[src/design/fb_colour_pkg.sv]
// colour definitions
// palette index and 12-bit RGB word shared by buffers, palette and readout
`default_nettype none

package fb_colour_pkg;

    localparam int CIDXW = 4;                   // colour index bits
    typedef logic [CIDXW-1:0] cidx_t;

    localparam int CHANW = 4;                   // bits per channel
    typedef logic [3*CHANW-1:0] colr_t;         // {red, green, blue}, red on top

    localparam int PAL_DEPTH = 2**CIDXW;        // one entry per index

endpackage

`default_nettype wire

[src/design/fb_geom_pkg.sv]
// framebuffer geometry
// buffer size defaults, coordinate width and the clip margin of the renderer
`default_nettype none

package fb_geom_pkg;

    // default buffer size in pixels
    localparam int FB_WIDTH_DEF  = 16;
    localparam int FB_HEIGHT_DEF = 8;

    // signed drawing coordinates
    localparam int CORDW = 8;
    typedef logic signed [CORDW-1:0] coord_t;

    // columns drawn past each side of the buffer
    localparam int CLIP_MARGIN = 2;

endpackage

`default_nettype wire

[src/design/bitmap_addr.sv]
// bitmap address stage
// coordinates to linear buffer address in three cycles, with an off-screen flag
`default_nettype none
`timescale 1ns/10ps

module bitmap_addr #(
    parameter int FB_WIDTH  = 16,
    parameter int FB_HEIGHT = 8,
    parameter int ADDRW     = 7
) (
    input  wire logic                clk_sys,
    input  wire fb_geom_pkg::coord_t x,
    input  wire fb_geom_pkg::coord_t y,
    output logic [ADDRW-1:0]         addr,
    output logic                     clip
);
    import fb_geom_pkg::*;

    coord_t           x_1, y_1;
    coord_t           x_2;
    logic [ADDRW-1:0] row_2;
    logic             clip_1, clip_2;

    always_ff @(posedge clk_sys) begin
        // stage 1: capture and bounds test
        x_1    <= x;
        y_1    <= y;
        clip_1 <= (x < 0) || (x >= FB_WIDTH) || (y < 0) || (y >= FB_HEIGHT);

        // stage 2: row offset
        row_2  <= ADDRW'(y_1 * FB_WIDTH);
        x_2    <= x_1;
        clip_2 <= clip_1;

        // stage 3: add column
        addr   <= row_2 + ADDRW'(x_2);
        clip   <= clip_2;
    end

endmodule

`default_nettype wire

[src/design/bram_sdp.sv]
// simple dual-port block RAM
// one write port, one registered read port with enable
`default_nettype none
`timescale 1ns/10ps

module bram_sdp #(
    parameter int  DEPTH  = 256,
    parameter type data_t = logic [7:0]
) (
    input  wire logic                     clk_sys,
    input  wire logic                     we,
    input  wire logic                     rd_en,
    input  wire logic [$clog2(DEPTH)-1:0] addr_write,
    input  wire logic [$clog2(DEPTH)-1:0] addr_read,
    input  wire data_t                    data_in,
    output data_t                         data_out
);

    data_t mem [DEPTH];

    // start from a cleared memory
    initial begin
        for (int i = 0; i < DEPTH; i++) begin
            mem[i] = data_t'(0);
        end
    end

    always_ff @(posedge clk_sys) begin
        if (we) mem[addr_write] <= data_in;
        if (rd_en) data_out <= mem[addr_read];  // holds while disabled
    end

endmodule

`default_nettype wire

[src/design/fb_draw_ctrl.sv]
// framebuffer drawing controller
// swaps buffers per frame, clears the back buffer, then writes the rendered line
`default_nettype none
`timescale 1ns/10ps

module fb_draw_ctrl #(
    parameter int                   FB_WIDTH  = 16,
    parameter int                   FB_HEIGHT = 8,
    parameter fb_colour_pkg::cidx_t DRAW_CIDX = 4'hf
) (
    input  wire logic                                clk_sys,
    input  wire logic                                rst_sys,
    input  wire logic                                frame_start,
    output logic                                     draw_busy,
    output logic                                     fb_front,
    output logic                                     fb_we,
    output logic [$clog2(FB_WIDTH*FB_HEIGHT)-1:0]    fb_addr_write,
    output fb_colour_pkg::cidx_t                     fb_cidx_write
);
    import fb_geom_pkg::*;
    import fb_colour_pkg::*;

    localparam int FB_PIXELS = FB_WIDTH * FB_HEIGHT;
    localparam int ADDRW     = $clog2(FB_PIXELS);
    localparam int LAT_ADDR  = 3;  // bitmap_addr latency

    typedef enum logic [2:0] {IDLE, INIT, CLEAR, DRAW, DONE} state_t;

    state_t              state;
    logic                render_start, render_done;
    logic                drawing, clip;
    coord_t              drx, dry;
    logic [ADDRW-1:0]    addr_render, addr_clear;
    logic [LAT_ADDR-1:0] we_sr;

    assign draw_busy = (state != IDLE);

    always_ff @(posedge clk_sys) begin
        if (rst_sys) begin
            state        <= IDLE;
            fb_front     <= 1'b0;
            render_start <= 1'b0;
        end else begin
            case (state)
                IDLE:  if (frame_start) state <= INIT;  // later pulses ignored
                INIT: begin
                    fb_front <= ~fb_front;  // swap
                    state    <= CLEAR;
                end
                CLEAR: begin
                    if (addr_clear == ADDRW'(FB_PIXELS-1)) begin
                        state        <= DRAW;
                        render_start <= 1'b1;
                    end
                end
                DRAW: begin
                    render_start <= 1'b0;
                    if (render_done) state <= DONE;
                end
                DONE:    state <= IDLE;
                default: state <= IDLE;
            endcase
        end
    end

    // clear sweep address
    always_ff @(posedge clk_sys) begin
        if (state == INIT) addr_clear <= '0;
        else if (state == CLEAR) addr_clear <= addr_clear + 1'b1;
    end

    render_scroll #(
        .FB_WIDTH  (FB_WIDTH),
        .FB_HEIGHT (FB_HEIGHT)
    ) render_inst (
        .clk_sys,
        .rst_sys,
        .start   (render_start),
        .x       (drx),
        .y       (dry),
        .drawing,
        .done    (render_done)
    );

    bitmap_addr #(
        .FB_WIDTH  (FB_WIDTH),
        .FB_HEIGHT (FB_HEIGHT),
        .ADDRW     (ADDRW)
    ) addr_inst (
        .clk_sys,
        .x    (drx),
        .y    (dry),
        .addr (addr_render),
        .clip
    );

    // write enable follows the address stage, clipped points dropped
    always_ff @(posedge clk_sys) begin
        if (rst_sys) begin
            we_sr <= '0;
            fb_we <= 1'b0;
        end else begin
            we_sr <= {drawing, we_sr[LAT_ADDR-1:1]};
            fb_we <= (state == CLEAR) || (we_sr[0] && !clip);
        end
    end

    always_ff @(posedge clk_sys) begin
        fb_addr_write <= (state == CLEAR) ? addr_clear : addr_render;
        fb_cidx_write <= (state == CLEAR) ? cidx_t'(0) : DRAW_CIDX;  // index 0 clears
    end

endmodule

`default_nettype wire

[src/design/fb_readout.sv]
// front buffer readout
// raster scan through the palette into a valid/ready pixel stream with skid
`default_nettype none
`timescale 1ns/10ps

module fb_readout #(
    parameter int FB_WIDTH  = 16,
    parameter int FB_HEIGHT = 8
) (
    input  wire logic                             clk_sys,
    input  wire logic                             rst_sys,
    input  wire logic                             fb_front,
    output logic [$clog2(FB_WIDTH*FB_HEIGHT)-1:0] fb_addr_read,
    input  wire fb_colour_pkg::cidx_t             fb_cidx_read_0,
    input  wire fb_colour_pkg::cidx_t             fb_cidx_read_1,
    output logic                                  fb_rd_en,
    output logic                                  pal_rd_en,
    output fb_colour_pkg::cidx_t                  pal_idx,
    input  wire fb_colour_pkg::colr_t             pal_colr,
    output logic                                  pix_valid,
    input  wire logic                             pix_ready,
    output fb_colour_pkg::colr_t                  pix_colr,
    output logic                                  pix_sof
);
    import fb_colour_pkg::*;

    localparam int FB_PIXELS = FB_WIDTH * FB_HEIGHT;
    localparam int ADDRW     = $clog2(FB_PIXELS);

    logic  adv;                    // pipeline advances
    logic  out_free;               // output register can load
    logic  vld_1, sof_1, sel_1;    // after RAM read
    logic  vld_2, sof_2;           // after palette read
    logic  skid_vld, skid_sof;
    colr_t skid_colr;

    assign adv       = !skid_vld;
    assign fb_rd_en  = adv;
    assign pal_rd_en = adv;
    assign out_free  = !pix_valid || pix_ready;

    // buffer chosen at start of buffer, held for the whole scan
    assign pal_idx = sel_1 ? fb_cidx_read_1 : fb_cidx_read_0;

    always_ff @(posedge clk_sys) begin
        if (rst_sys) begin
            fb_addr_read <= '0;
            vld_1        <= 1'b0;
            vld_2        <= 1'b0;
            sel_1        <= 1'b0;
        end else if (adv) begin
            fb_addr_read <= (fb_addr_read == ADDRW'(FB_PIXELS-1)) ? '0 : fb_addr_read + 1'b1;
            vld_1        <= 1'b1;
            vld_2        <= vld_1;
            if (fb_addr_read == '0) sel_1 <= fb_front;
        end
    end

    always_ff @(posedge clk_sys) begin
        if (adv) begin
            sof_1 <= (fb_addr_read == '0);
            sof_2 <= sof_1;
        end
    end

    // output register plus one skid entry
    always_ff @(posedge clk_sys) begin
        if (rst_sys) begin
            pix_valid <= 1'b0;
            skid_vld  <= 1'b0;
        end else if (out_free) begin
            pix_valid <= skid_vld || vld_2;
            skid_vld  <= 1'b0;
        end else if (adv && vld_2) begin
            skid_vld <= 1'b1;  // in-flight pixel parked
        end
    end

    always_ff @(posedge clk_sys) begin
        if (out_free) begin
            pix_colr <= skid_vld ? skid_colr : pal_colr;
            pix_sof  <= skid_vld ? skid_sof : sof_2;
        end else if (adv && vld_2) begin
            skid_colr <= pal_colr;
            skid_sof  <= sof_2;
        end
    end

endmodule

`default_nettype wire

[src/design/palette_cfg.sv]
// palette configuration
// host write port with handshake, palette RAM read by the readout
`default_nettype none
`timescale 1ns/10ps

module palette_cfg (
    input  wire logic                 clk_sys,
    input  wire logic                 rst_sys,
    input  wire logic                 cfg_valid,
    output logic                      cfg_ready,
    input  wire fb_colour_pkg::cidx_t cfg_idx,
    input  wire fb_colour_pkg::colr_t cfg_colr,
    input  wire logic                 pal_rd_en,
    input  wire fb_colour_pkg::cidx_t pal_idx,
    output fb_colour_pkg::colr_t      pal_colr
);
    import fb_colour_pkg::*;

    logic  wr_en;
    cidx_t wr_idx;
    colr_t wr_colr;

    always_ff @(posedge clk_sys) begin
        if (rst_sys) begin
            cfg_ready <= 1'b0;
            wr_en     <= 1'b0;
        end else begin
            cfg_ready <= 1'b1;                   // always accepts once out of reset
            wr_en     <= cfg_valid && cfg_ready;
        end
    end

    // registered write request
    always_ff @(posedge clk_sys) begin
        if (cfg_valid && cfg_ready) begin
            wr_idx  <= cfg_idx;
            wr_colr <= cfg_colr;
        end
    end

    bram_sdp #(
        .DEPTH  (PAL_DEPTH),
        .data_t (colr_t)
    ) pal_mem (
        .clk_sys,
        .we         (wr_en),
        .rd_en      (pal_rd_en),
        .addr_write (wr_idx),
        .addr_read  (pal_idx),
        .data_in    (wr_colr),
        .data_out   (pal_colr)
    );

endmodule

`default_nettype wire

[src/design/render_scroll.sv]
// scrolling diagonal renderer
// one point per column, line moves down a row each frame
`default_nettype none
`timescale 1ns/10ps

module render_scroll #(
    parameter int FB_WIDTH  = 16,
    parameter int FB_HEIGHT = 8
) (
    input  wire logic          clk_sys,
    input  wire logic          rst_sys,
    input  wire logic          start,
    output fb_geom_pkg::coord_t x,
    output fb_geom_pkg::coord_t y,
    output logic               drawing,
    output logic               done
);
    import fb_geom_pkg::*;

    localparam int NPTS       = FB_WIDTH + 2*CLIP_MARGIN;  // columns incl. margins
    localparam int CNTW       = $clog2(NPTS);
    localparam int MARGIN_MOD = CLIP_MARGIN % FB_HEIGHT;

    logic [CNTW-1:0] cnt;
    coord_t          phase;
    coord_t          y_first;
    int              y_sum;

    // row of the first column, (phase - margin) mod height
    always_comb begin
        y_sum = int'(phase) + FB_HEIGHT - MARGIN_MOD;
        if (y_sum >= FB_HEIGHT) y_sum = y_sum - FB_HEIGHT;
        y_first = coord_t'(y_sum);
    end

    always_ff @(posedge clk_sys) begin
        if (rst_sys) begin
            drawing <= 1'b0;
            done    <= 1'b0;
            phase   <= '0;
            cnt     <= '0;
        end else begin
            done <= 1'b0;
            if (start && !drawing) begin
                drawing <= 1'b1;
                cnt     <= '0;
                x       <= coord_t'(-CLIP_MARGIN);
                y       <= y_first;
            end else if (drawing) begin
                cnt <= cnt + 1'b1;
                x   <= x + coord_t'(1);
                y   <= (y == coord_t'(FB_HEIGHT-1)) ? '0 : y + coord_t'(1);  // wrap row
                if (cnt == CNTW'(NPTS-1)) begin
                    drawing <= 1'b0;
                    done    <= 1'b1;
                    phase   <= (phase == coord_t'(FB_HEIGHT-1)) ? '0 : phase + coord_t'(1);
                end
            end
        end
    end

endmodule

`default_nettype wire

[src/design/sinescroll_fb_top.sv]
// double-buffered framebuffer subsystem
// draw controller, two index buffers, palette and stallable pixel readout
`default_nettype none
`timescale 1ns/10ps

module sinescroll_fb_top #(
    parameter int                   FB_WIDTH  = fb_geom_pkg::FB_WIDTH_DEF,
    parameter int                   FB_HEIGHT = fb_geom_pkg::FB_HEIGHT_DEF,
    parameter fb_colour_pkg::cidx_t DRAW_CIDX =
        fb_colour_pkg::cidx_t'(fb_colour_pkg::PAL_DEPTH - 1)
) (
    input  wire logic                 clk_sys,
    input  wire logic                 rst_sys,
    input  wire logic                 frame_start,
    input  wire logic                 cfg_valid,
    output logic                      cfg_ready,
    input  wire fb_colour_pkg::cidx_t cfg_idx,
    input  wire fb_colour_pkg::colr_t cfg_colr,
    output logic                      pix_valid,
    input  wire logic                 pix_ready,
    output fb_colour_pkg::colr_t      pix_colr,
    output logic                      pix_sof,
    output logic                      draw_busy
);
    import fb_colour_pkg::*;

    localparam int FB_PIXELS = FB_WIDTH * FB_HEIGHT;
    localparam int FB_ADDRW  = $clog2(FB_PIXELS);

    logic                fb_front, fb_we, fb_rd_en, pal_rd_en;
    logic [FB_ADDRW-1:0] fb_addr_write, fb_addr_read;
    cidx_t               fb_cidx_write, fb_cidx_read_0, fb_cidx_read_1;
    cidx_t               pal_idx;
    colr_t               pal_colr;

    fb_draw_ctrl #(
        .FB_WIDTH  (FB_WIDTH),
        .FB_HEIGHT (FB_HEIGHT),
        .DRAW_CIDX (DRAW_CIDX)
    ) draw_inst (
        .clk_sys, .rst_sys, .frame_start, .draw_busy,
        .fb_front, .fb_we, .fb_addr_write, .fb_cidx_write
    );

    // buffer 1 is shown while fb_front is high, so buffer 0 takes the writes
    bram_sdp #(.DEPTH(FB_PIXELS), .data_t(cidx_t)) fb_mem_0 (
        .clk_sys,
        .we         (fb_we && fb_front),
        .rd_en      (fb_rd_en),
        .addr_write (fb_addr_write),
        .addr_read  (fb_addr_read),
        .data_in    (fb_cidx_write),
        .data_out   (fb_cidx_read_0)
    );

    bram_sdp #(.DEPTH(FB_PIXELS), .data_t(cidx_t)) fb_mem_1 (
        .clk_sys,
        .we         (fb_we && !fb_front),
        .rd_en      (fb_rd_en),
        .addr_write (fb_addr_write),
        .addr_read  (fb_addr_read),
        .data_in    (fb_cidx_write),
        .data_out   (fb_cidx_read_1)
    );

    palette_cfg pal_inst (
        .clk_sys, .rst_sys, .cfg_valid, .cfg_ready, .cfg_idx, .cfg_colr,
        .pal_rd_en, .pal_idx, .pal_colr
    );

    fb_readout #(
        .FB_WIDTH  (FB_WIDTH),
        .FB_HEIGHT (FB_HEIGHT)
    ) readout_inst (
        .clk_sys, .rst_sys, .fb_front, .fb_addr_read,
        .fb_cidx_read_0, .fb_cidx_read_1, .fb_rd_en,
        .pal_rd_en, .pal_idx, .pal_colr,
        .pix_valid, .pix_ready, .pix_colr, .pix_sof
    );

endmodule

`default_nettype wire

[config.mk]
export PLATFORM = sky130hd
export DESIGN_NAME = sinescroll_fb_top
export DESIGN_NICKNAME = d
export VERILOG_FILES = /design/src/design/fb_colour_pkg.sv /design/src/design/fb_geom_pkg.sv /design/src/design/bitmap_addr.sv /design/src/design/bram_sdp.sv /design/src/design/fb_draw_ctrl.sv /design/src/design/fb_readout.sv /design/src/design/palette_cfg.sv /design/src/design/render_scroll.sv /design/src/design/sinescroll_fb_top.sv
export SDC_FILE = /design/constraint.sdc
export NUM_CORES = 1
export LEC_CHECK = 0
export BUFFER_PORTS_ARGS = -buffer_cell sky130_fd_sc_hd__buf_2
export CAP_MARGIN = 20
export CORE_UTILIZATION = 30
export CTS_CLUSTER_DIAMETER = 30
export DETAILED_ROUTE_END_ITERATION = 10
export MAX_ROUTING_LAYER = met4
export PLACE_DENSITY = 0.42
export SLEW_MARGIN = 10
export SYNTH_ARGS = -nofsm -noshare
export SYNTH_HDL_FRONTEND = slang
export SYNTH_SLANG_ARGS = --single-unit
[constraint.sdc]
create_clock -name clk_sys -period 5.17 [get_ports clk_sys]
set_input_delay 0.517 -clock clk_sys [delete_from_list [all_inputs] [get_ports clk_sys]]
set_output_delay 0.517 -clock clk_sys [all_outputs]
set_load 0.005 [all_outputs]
# Yosys cells after proc, flatten, opt, wreduce, memory -nomap -nowiden
# Memories as Yosys holds them, arrays and structs flattened. A register that Yosys moved wholly into a read port is not among the register bits.
# Index checks and enable logic that the tools add are counted.
# classes
n_addsub	10
magnitude_cmp	5
eq_ne	11
n_mux	29
n_bitwise	6
reduce_logical	34
# ops
cell	count
$mux W8	6
$add A8 B1 Y8 const B	2
$eq A8 B4 Y1 const B	2
$lt A8 B1 Y1 const B	2
$add A7 B1 Y7 const B	2
$eq A7 B7 Y1 const B	2
$mux W7	2
$mux W1	13
$mux W12	1
$pmux W3 S4	1
$ge A10 B5 Y1 const B	1
$sub A9 B3 Y10 const B	1
$add A8 B5 Y9 const B	1
$mux W3	3
$add A8 B2 Y8 const B	1
$ge A8 B5 Y1 const B	1
$ge A8 B6 Y1 const B	1
$logic_not A1 Y1	8
$mux W4	2
$reduce_and A2 Y1	4
$sub A8 B5 Y8 const B	1
$add A7 B7 Y7	1
$logic_not A7 Y1	1
$eq A3 B2 Y1 const B	2
other kinds (15)	34
# word_totals
regBits	146
ram_bits	1216
in_bits	21
output_inout_bits	16
wordCells	136
memories	3
# memory_table
name	depth	word_bits	read_ports	rd_clocked_by_memory_dff	write_ports	line_no	source
fb_mem_0.mem	128	4	1	1	1	bram_sdp.sv:19	data_t mem [DEPTH];
fb_mem_1.mem	128	4	1	1	1	bram_sdp.sv:19	
pal_inst.pal_mem.mem	16	12	1	1	1	bram_sdp.sv:19	

# Depth between registers and ports, before layout
# logic_depth
depth_word	5
ltp_mapped	10
depth_no_buf	8

# By module
# A second synthesis with hierarchy kept.
# unflattened
cells_unflattened	2598
hier_area_um2	53725.3
# by_module_without_submodules
module	n_inst	cells_each	area_per_inst_um2	seq_area_each_um2
bram_sdp at fb_mem_0 ...	2	908	20233.2	15494.9
bram_sdp at pal_inst.pal_mem	1	329	7719.9	6125.9
render_scroll	1	177	1750.4	780.7
fb_readout	1	111	1612.8	1081.0
fb_draw_ctrl	1	104	949.7	480.5
bitmap_addr	1	38	670.6	600.6
palette_cfg	1	21	539.3	520.5
sinescroll_fb_top	1	2	16.3	0.0

# Least setup slack after synthesis
# Ideal clock, no wire load.
# synth_path
path_type	flip-flop to flip-flop
from	register draw_inst.fb_cidx_write[2]
to	memory fb_mem_0.mem[0][2] in the netlist's numbering (data pin)
setup_time_ns	0.852
arrival_time_ns	3.382
required_ns	4.318
setup_slack_ns	0.936
path_stages_with_launch	1
path_buffers	0
period_less_slack_ns	4.234
path_cell_list	dfxtp_1
# synth_rtl
element	line_no	source
start: declaration	fb_draw_ctrl.sv:18	output fb_colour_pkg::cidx_t fb_cidx_write
start signal: assignment	fb_draw_ctrl.sv:110	fb_cidx_write <= (state == CLEAR) ? cidx_t'(0) : DRAW_CIDX;
end: declaration	bram_sdp.sv:19	
# Straight into the memory's write port.

==> summary.md <==
| Metric | Value |
|---|---|
| Slew headroom | ~27% |
| Initial detailed-routing violation count | 655 |
| I/O pins | 37 |
| Clock Pin Slew Worst Setup and Hold Paths | ~0.050 ns |
| Detailed placement HPWL | roughly 26 mm |
| Top FF cell, synth | sky130_fd_sc_hd__edfxtp_1 |
| Setup fix buffers added after clock tree synthesis | 0 |
| Number of distinct library cells after synthesis | 72 |
| Most common cell after layout, fill and taps aside | sky130_fd_sc_hd__edfxtp_1 |
| Total number of nets in the final design | roughly 1,500 |
| Final TNS setup | 0 ns |
| Endpoint with the worst hold slack | pal_inst.wr_colr[7] |
| Synth Register Bits | 437 |
| Min Tclk post-route | 2.88 ns |
| Width of the die | roughly 250 um |
| Port-buffer cells | 36 |
| Antenna diode count | 0 |
| Routed vias | 10,700 |
| Worst Setup Start Kind | register |
| List of cells traversed by the critical path | buf_4 -> mux4_2 -> o32a_1 -> nor2_1 -> a2111oi_0 -> a32oi_1 -> a31oi_1 |
| Maximum fanout count along the critical path | 23 |
| Number of pins exceeding their max-slew limit in the final report | 0 |
| Data arrival, critical path | approximately 3.4 ns |
| Critical path launch point | readout_inst.fb_addr_read[0] |
| Pin count of the biggest net entering global routing | approximately 140 |
| Endpoint of the worst-slack reg-to-reg timing path | fb_mem_1.data_out[3] |
| Largest incremental delay on the critical path | around 0.74 ns |
| Reg2reg start | readout_inst.fb_addr_read[0] |
| Final Non-Filler Cells | about 2,300 |
| Worst Reg2Reg Path Length in Cells | 7 |
| Transition time at the pin with the least slew margin | between 1 and 1.5 ns |
| Post-detailed-routing wire length | between 40 and 50 mm |
| Vertical die dimension | ~250 um |
| Class of the most critical setup path | register to register |
| Worst Path Required | roughly 5.7 ns |
| First-pass GRT wire length | around 67 mm |
| Total of max-cap violations | 0 |
| Number of antenna violations at the first check in global routing | 0 |
| Worst voltage drop across the vdd grid | 0.260 mV |
| Residual overflow from global routing | 0 |
| Power density over cell area | between 400 and 500 nW/um2 |
| Slack of the worst reg-to-reg path | around 2.3 ns |
| Number of gates resized after cts | 0 |
| Gpl congestion | approximately 0.74 |
| CP max-delay cell | sky130_fd_sc_hd__a2111oi_0 |
| FFs w/ async S/R, synth | 0% |
| Number of buffers on the longest clock path | 3 |
| Worst path bufs/invs | 1 |
| Achievable clock frequency | ~350 MHz |
| Post-place setup slack | about 2.2 ns |
| Number of buffers created by CTS | ~110 |
| Final Cycle Share | 55.7% |
| Number of enable flip-flop cells after synthesis | 354 |
| Synthesized area divided by synthesized cell count | between 10 and 15 um2 |
| GR Util All Layers | roughly 15% |
| Worst Hold Path Cells | 1 |
| Gate Count Post-Synth | between 1,000 and 1,500 |
| Count of yosys warnings during synthesis | 0 |
| Number of global-route vias before repair | roughly 11,000 |
| Worst setup slack after layout | 2.29 ns |
| Post-detailed-route count of antenna-violating nets | 0 |
| CTS tree | built |
| Sinks on the clock net | roughly 440 |
| Synthesized netlist net count | about 1,400 |
| Cts hold-fix bufs | 0 |
| Number of remaining DRC errors | 0 |
| Area added between synthesis and finish | 25.8% |
| First-pass iteration count of the detailed router | 5 |
| Core area | about 59,000 um2 |
| Unrepaired setup endpoints after global routing | no |
| Clk Tree Root Cell | sky130_fd_sc_hd__clkbuf_16 |
| Inst Count DP | approximately 2,100 |
| Hold path startpoint | cfg_colr[7] |
| Drt wl/cell | between 15 and 20 um |
| Total power | between 10 and 15 mW |
| Number of filler instances in the final layout | about 5,700 |
| Post-synth design cell area | about 18,000 um2 |
| Fraction of layout cells with a size suffix above 1 | 21.0% |
| Sequential cell area fraction in the yosys report | a little under 70% |
| Die area | 61,400 um2 |
| Number of setup violations in the final report | 0 |
| Clock Skews | just over 0.03 ns |
| Delay-heaviest family, CP | compound AO/OA/AOI/OAI gates |
| Initial core utilization | around 31% |
| Hold violation count in the final report | 0 |
| Top library cells by usage in the layout, fill and taps aside | sky130_fd_sc_hd__edfxtp_1, sky130_fd_sc_hd__nor2_1, sky130_fd_sc_hd__clkbuf_16 |
| Ratio of routed vias to standard cells | ~4.7 |
| Outcome | complete, no violations |
| Min-delay worst type | input pin to register |
| FP Rows | about 90 |
| Leakage Power | about 7.5 nW |
| H-tree lvl count | 3 |
| Critical Path End Type | register |
| Clock insertion delay at the later pin of the skew report | between 0.6 and 0.7 ns |
[logic make-up after synthesis]
| family | after synthesis | share of synthesized area, % |
|---|---|---|
| flip-flops | 437 | 67.8 |
| adder cells (fa/ha/maj) | 15 | 1.08 |
| buffers and inverters | 103 | 3.00 |
| XOR/XNOR | 40 | 1.93 |
| multiplexers | 127 | 10.2 |
| AND/OR/NAND/NOR | 528 | 12.5 |
| AO/OA/AOI/OAI | 86 | 3.49 |
[synthesized netlist by cell type, drive strengths merged, types with 8 or more instances]
cell	instances	share of area [%]
dfxtp	83	9.2
edfxtp	354	59
nor2	307	6.4
and3	8	0.28
nor3	20	0.55
mux2i	58	3.2
nor2b	13	0.45
o21ai	14	0.39
xor2	25	1.2
ha	14	0.97
nand3	33	0.91
nand2	97	2.0
xnor2	15	0.72
buf	29	1.4
mux2	27	1.7
nand2b	12	0.41
nand4	10	0.35
a21oi	16	0.50
inv	21	0.43
mux4	42	5.3
clkbuf	51	1.1
a22oi	14	0.58
[routing by layer]
layer	track usage, %	routed length [um]	vias up	share of wire, %
met1	19.2	20100	5390	46
met3	3.70	1930	88	4.4
li1	-	-	5056	-
met4	5.95	1210	0	2.8
met2	23.2	20300	195	47
met5	-	0	-	0
[state kept, by name, summed over array words and instances, names as in the netlist, 4 cells and up]
signal,flops
draw_inst.addr_inst.addr,7
pal_inst.wr_colr,12
pal_inst.pal_mem.mem,24
draw_inst.render_inst.x,8
pal_inst.pal_mem.data_out,12
draw_inst.fb_addr_write,7
fb_mem_0.mem,128
draw_inst.addr_inst.x_1,7
pal_inst.wr_idx,4
draw_inst.render_inst.phase,8
readout_inst.pix_colr,12
draw_inst.addr_clear,7
readout_inst.skid_colr,12
draw_inst.addr_inst.x_2,7
fb_mem_1.mem,128
draw_inst.render_inst.y,8
readout_inst.fb_addr_read,7
draw_inst.render_inst.cnt,5
[how the worst max path moves through the flow]
stage	to	slack [ns]	cells after the start
after floorplan	fb_mem_0.mem[0][2]	0.94	0
after global placement	fb_mem_1.data_out[3]	2.17	7
after detailed placement	fb_mem_1.data_out[3]	2.18	7
after CTS	fb_mem_1.data_out[3]	2.16	7
after global routing	fb_mem_1.data_out[3]	2.00	7
final	fb_mem_1.data_out[3]	2.29	7
[area by class of cell]
type	instances	area, um2	area share, %
Multi-Input combinational cell	796	5300	23.2
Clock inverter	73	855	3.75
Inverter	23	86.3	0.379
Sequential cell	437	12300	54.0
Timing Repair Buffer	57	394	1.73
Tap cell	773	967	4.24
Clock buffer	127	2900	12.7
[through the flow]
stage | hold slack, ns | instance area [um2] | utilization (%)
6_report | 0.0507 | 22800 | 38.4
5_1_grt | 0.00889 | 22800 | 38.4
3_5_place_dp | 0.312 | 19000 | 32.0
4_1_cts | 0.00669 | 22800 | 38.3
3_3_place_gp | 0.312 | 19000 | 32.0
2_1_floorplan | 0.310 | 18100 | -
[report_power, final]
| part | leakage [nW] | switching [mW] | internal, mW |
|---|---|---|---|
| sequential | 3.85 | 0.0792 | 3.92 |
| clock | 1.83 | 2.13 | 4.66 |
| combinational | 1.87 | 0.248 | 0.168 |
| total | 7.55 | 2.46 | 8.75 |
Power figures use the tool's default switching activity.
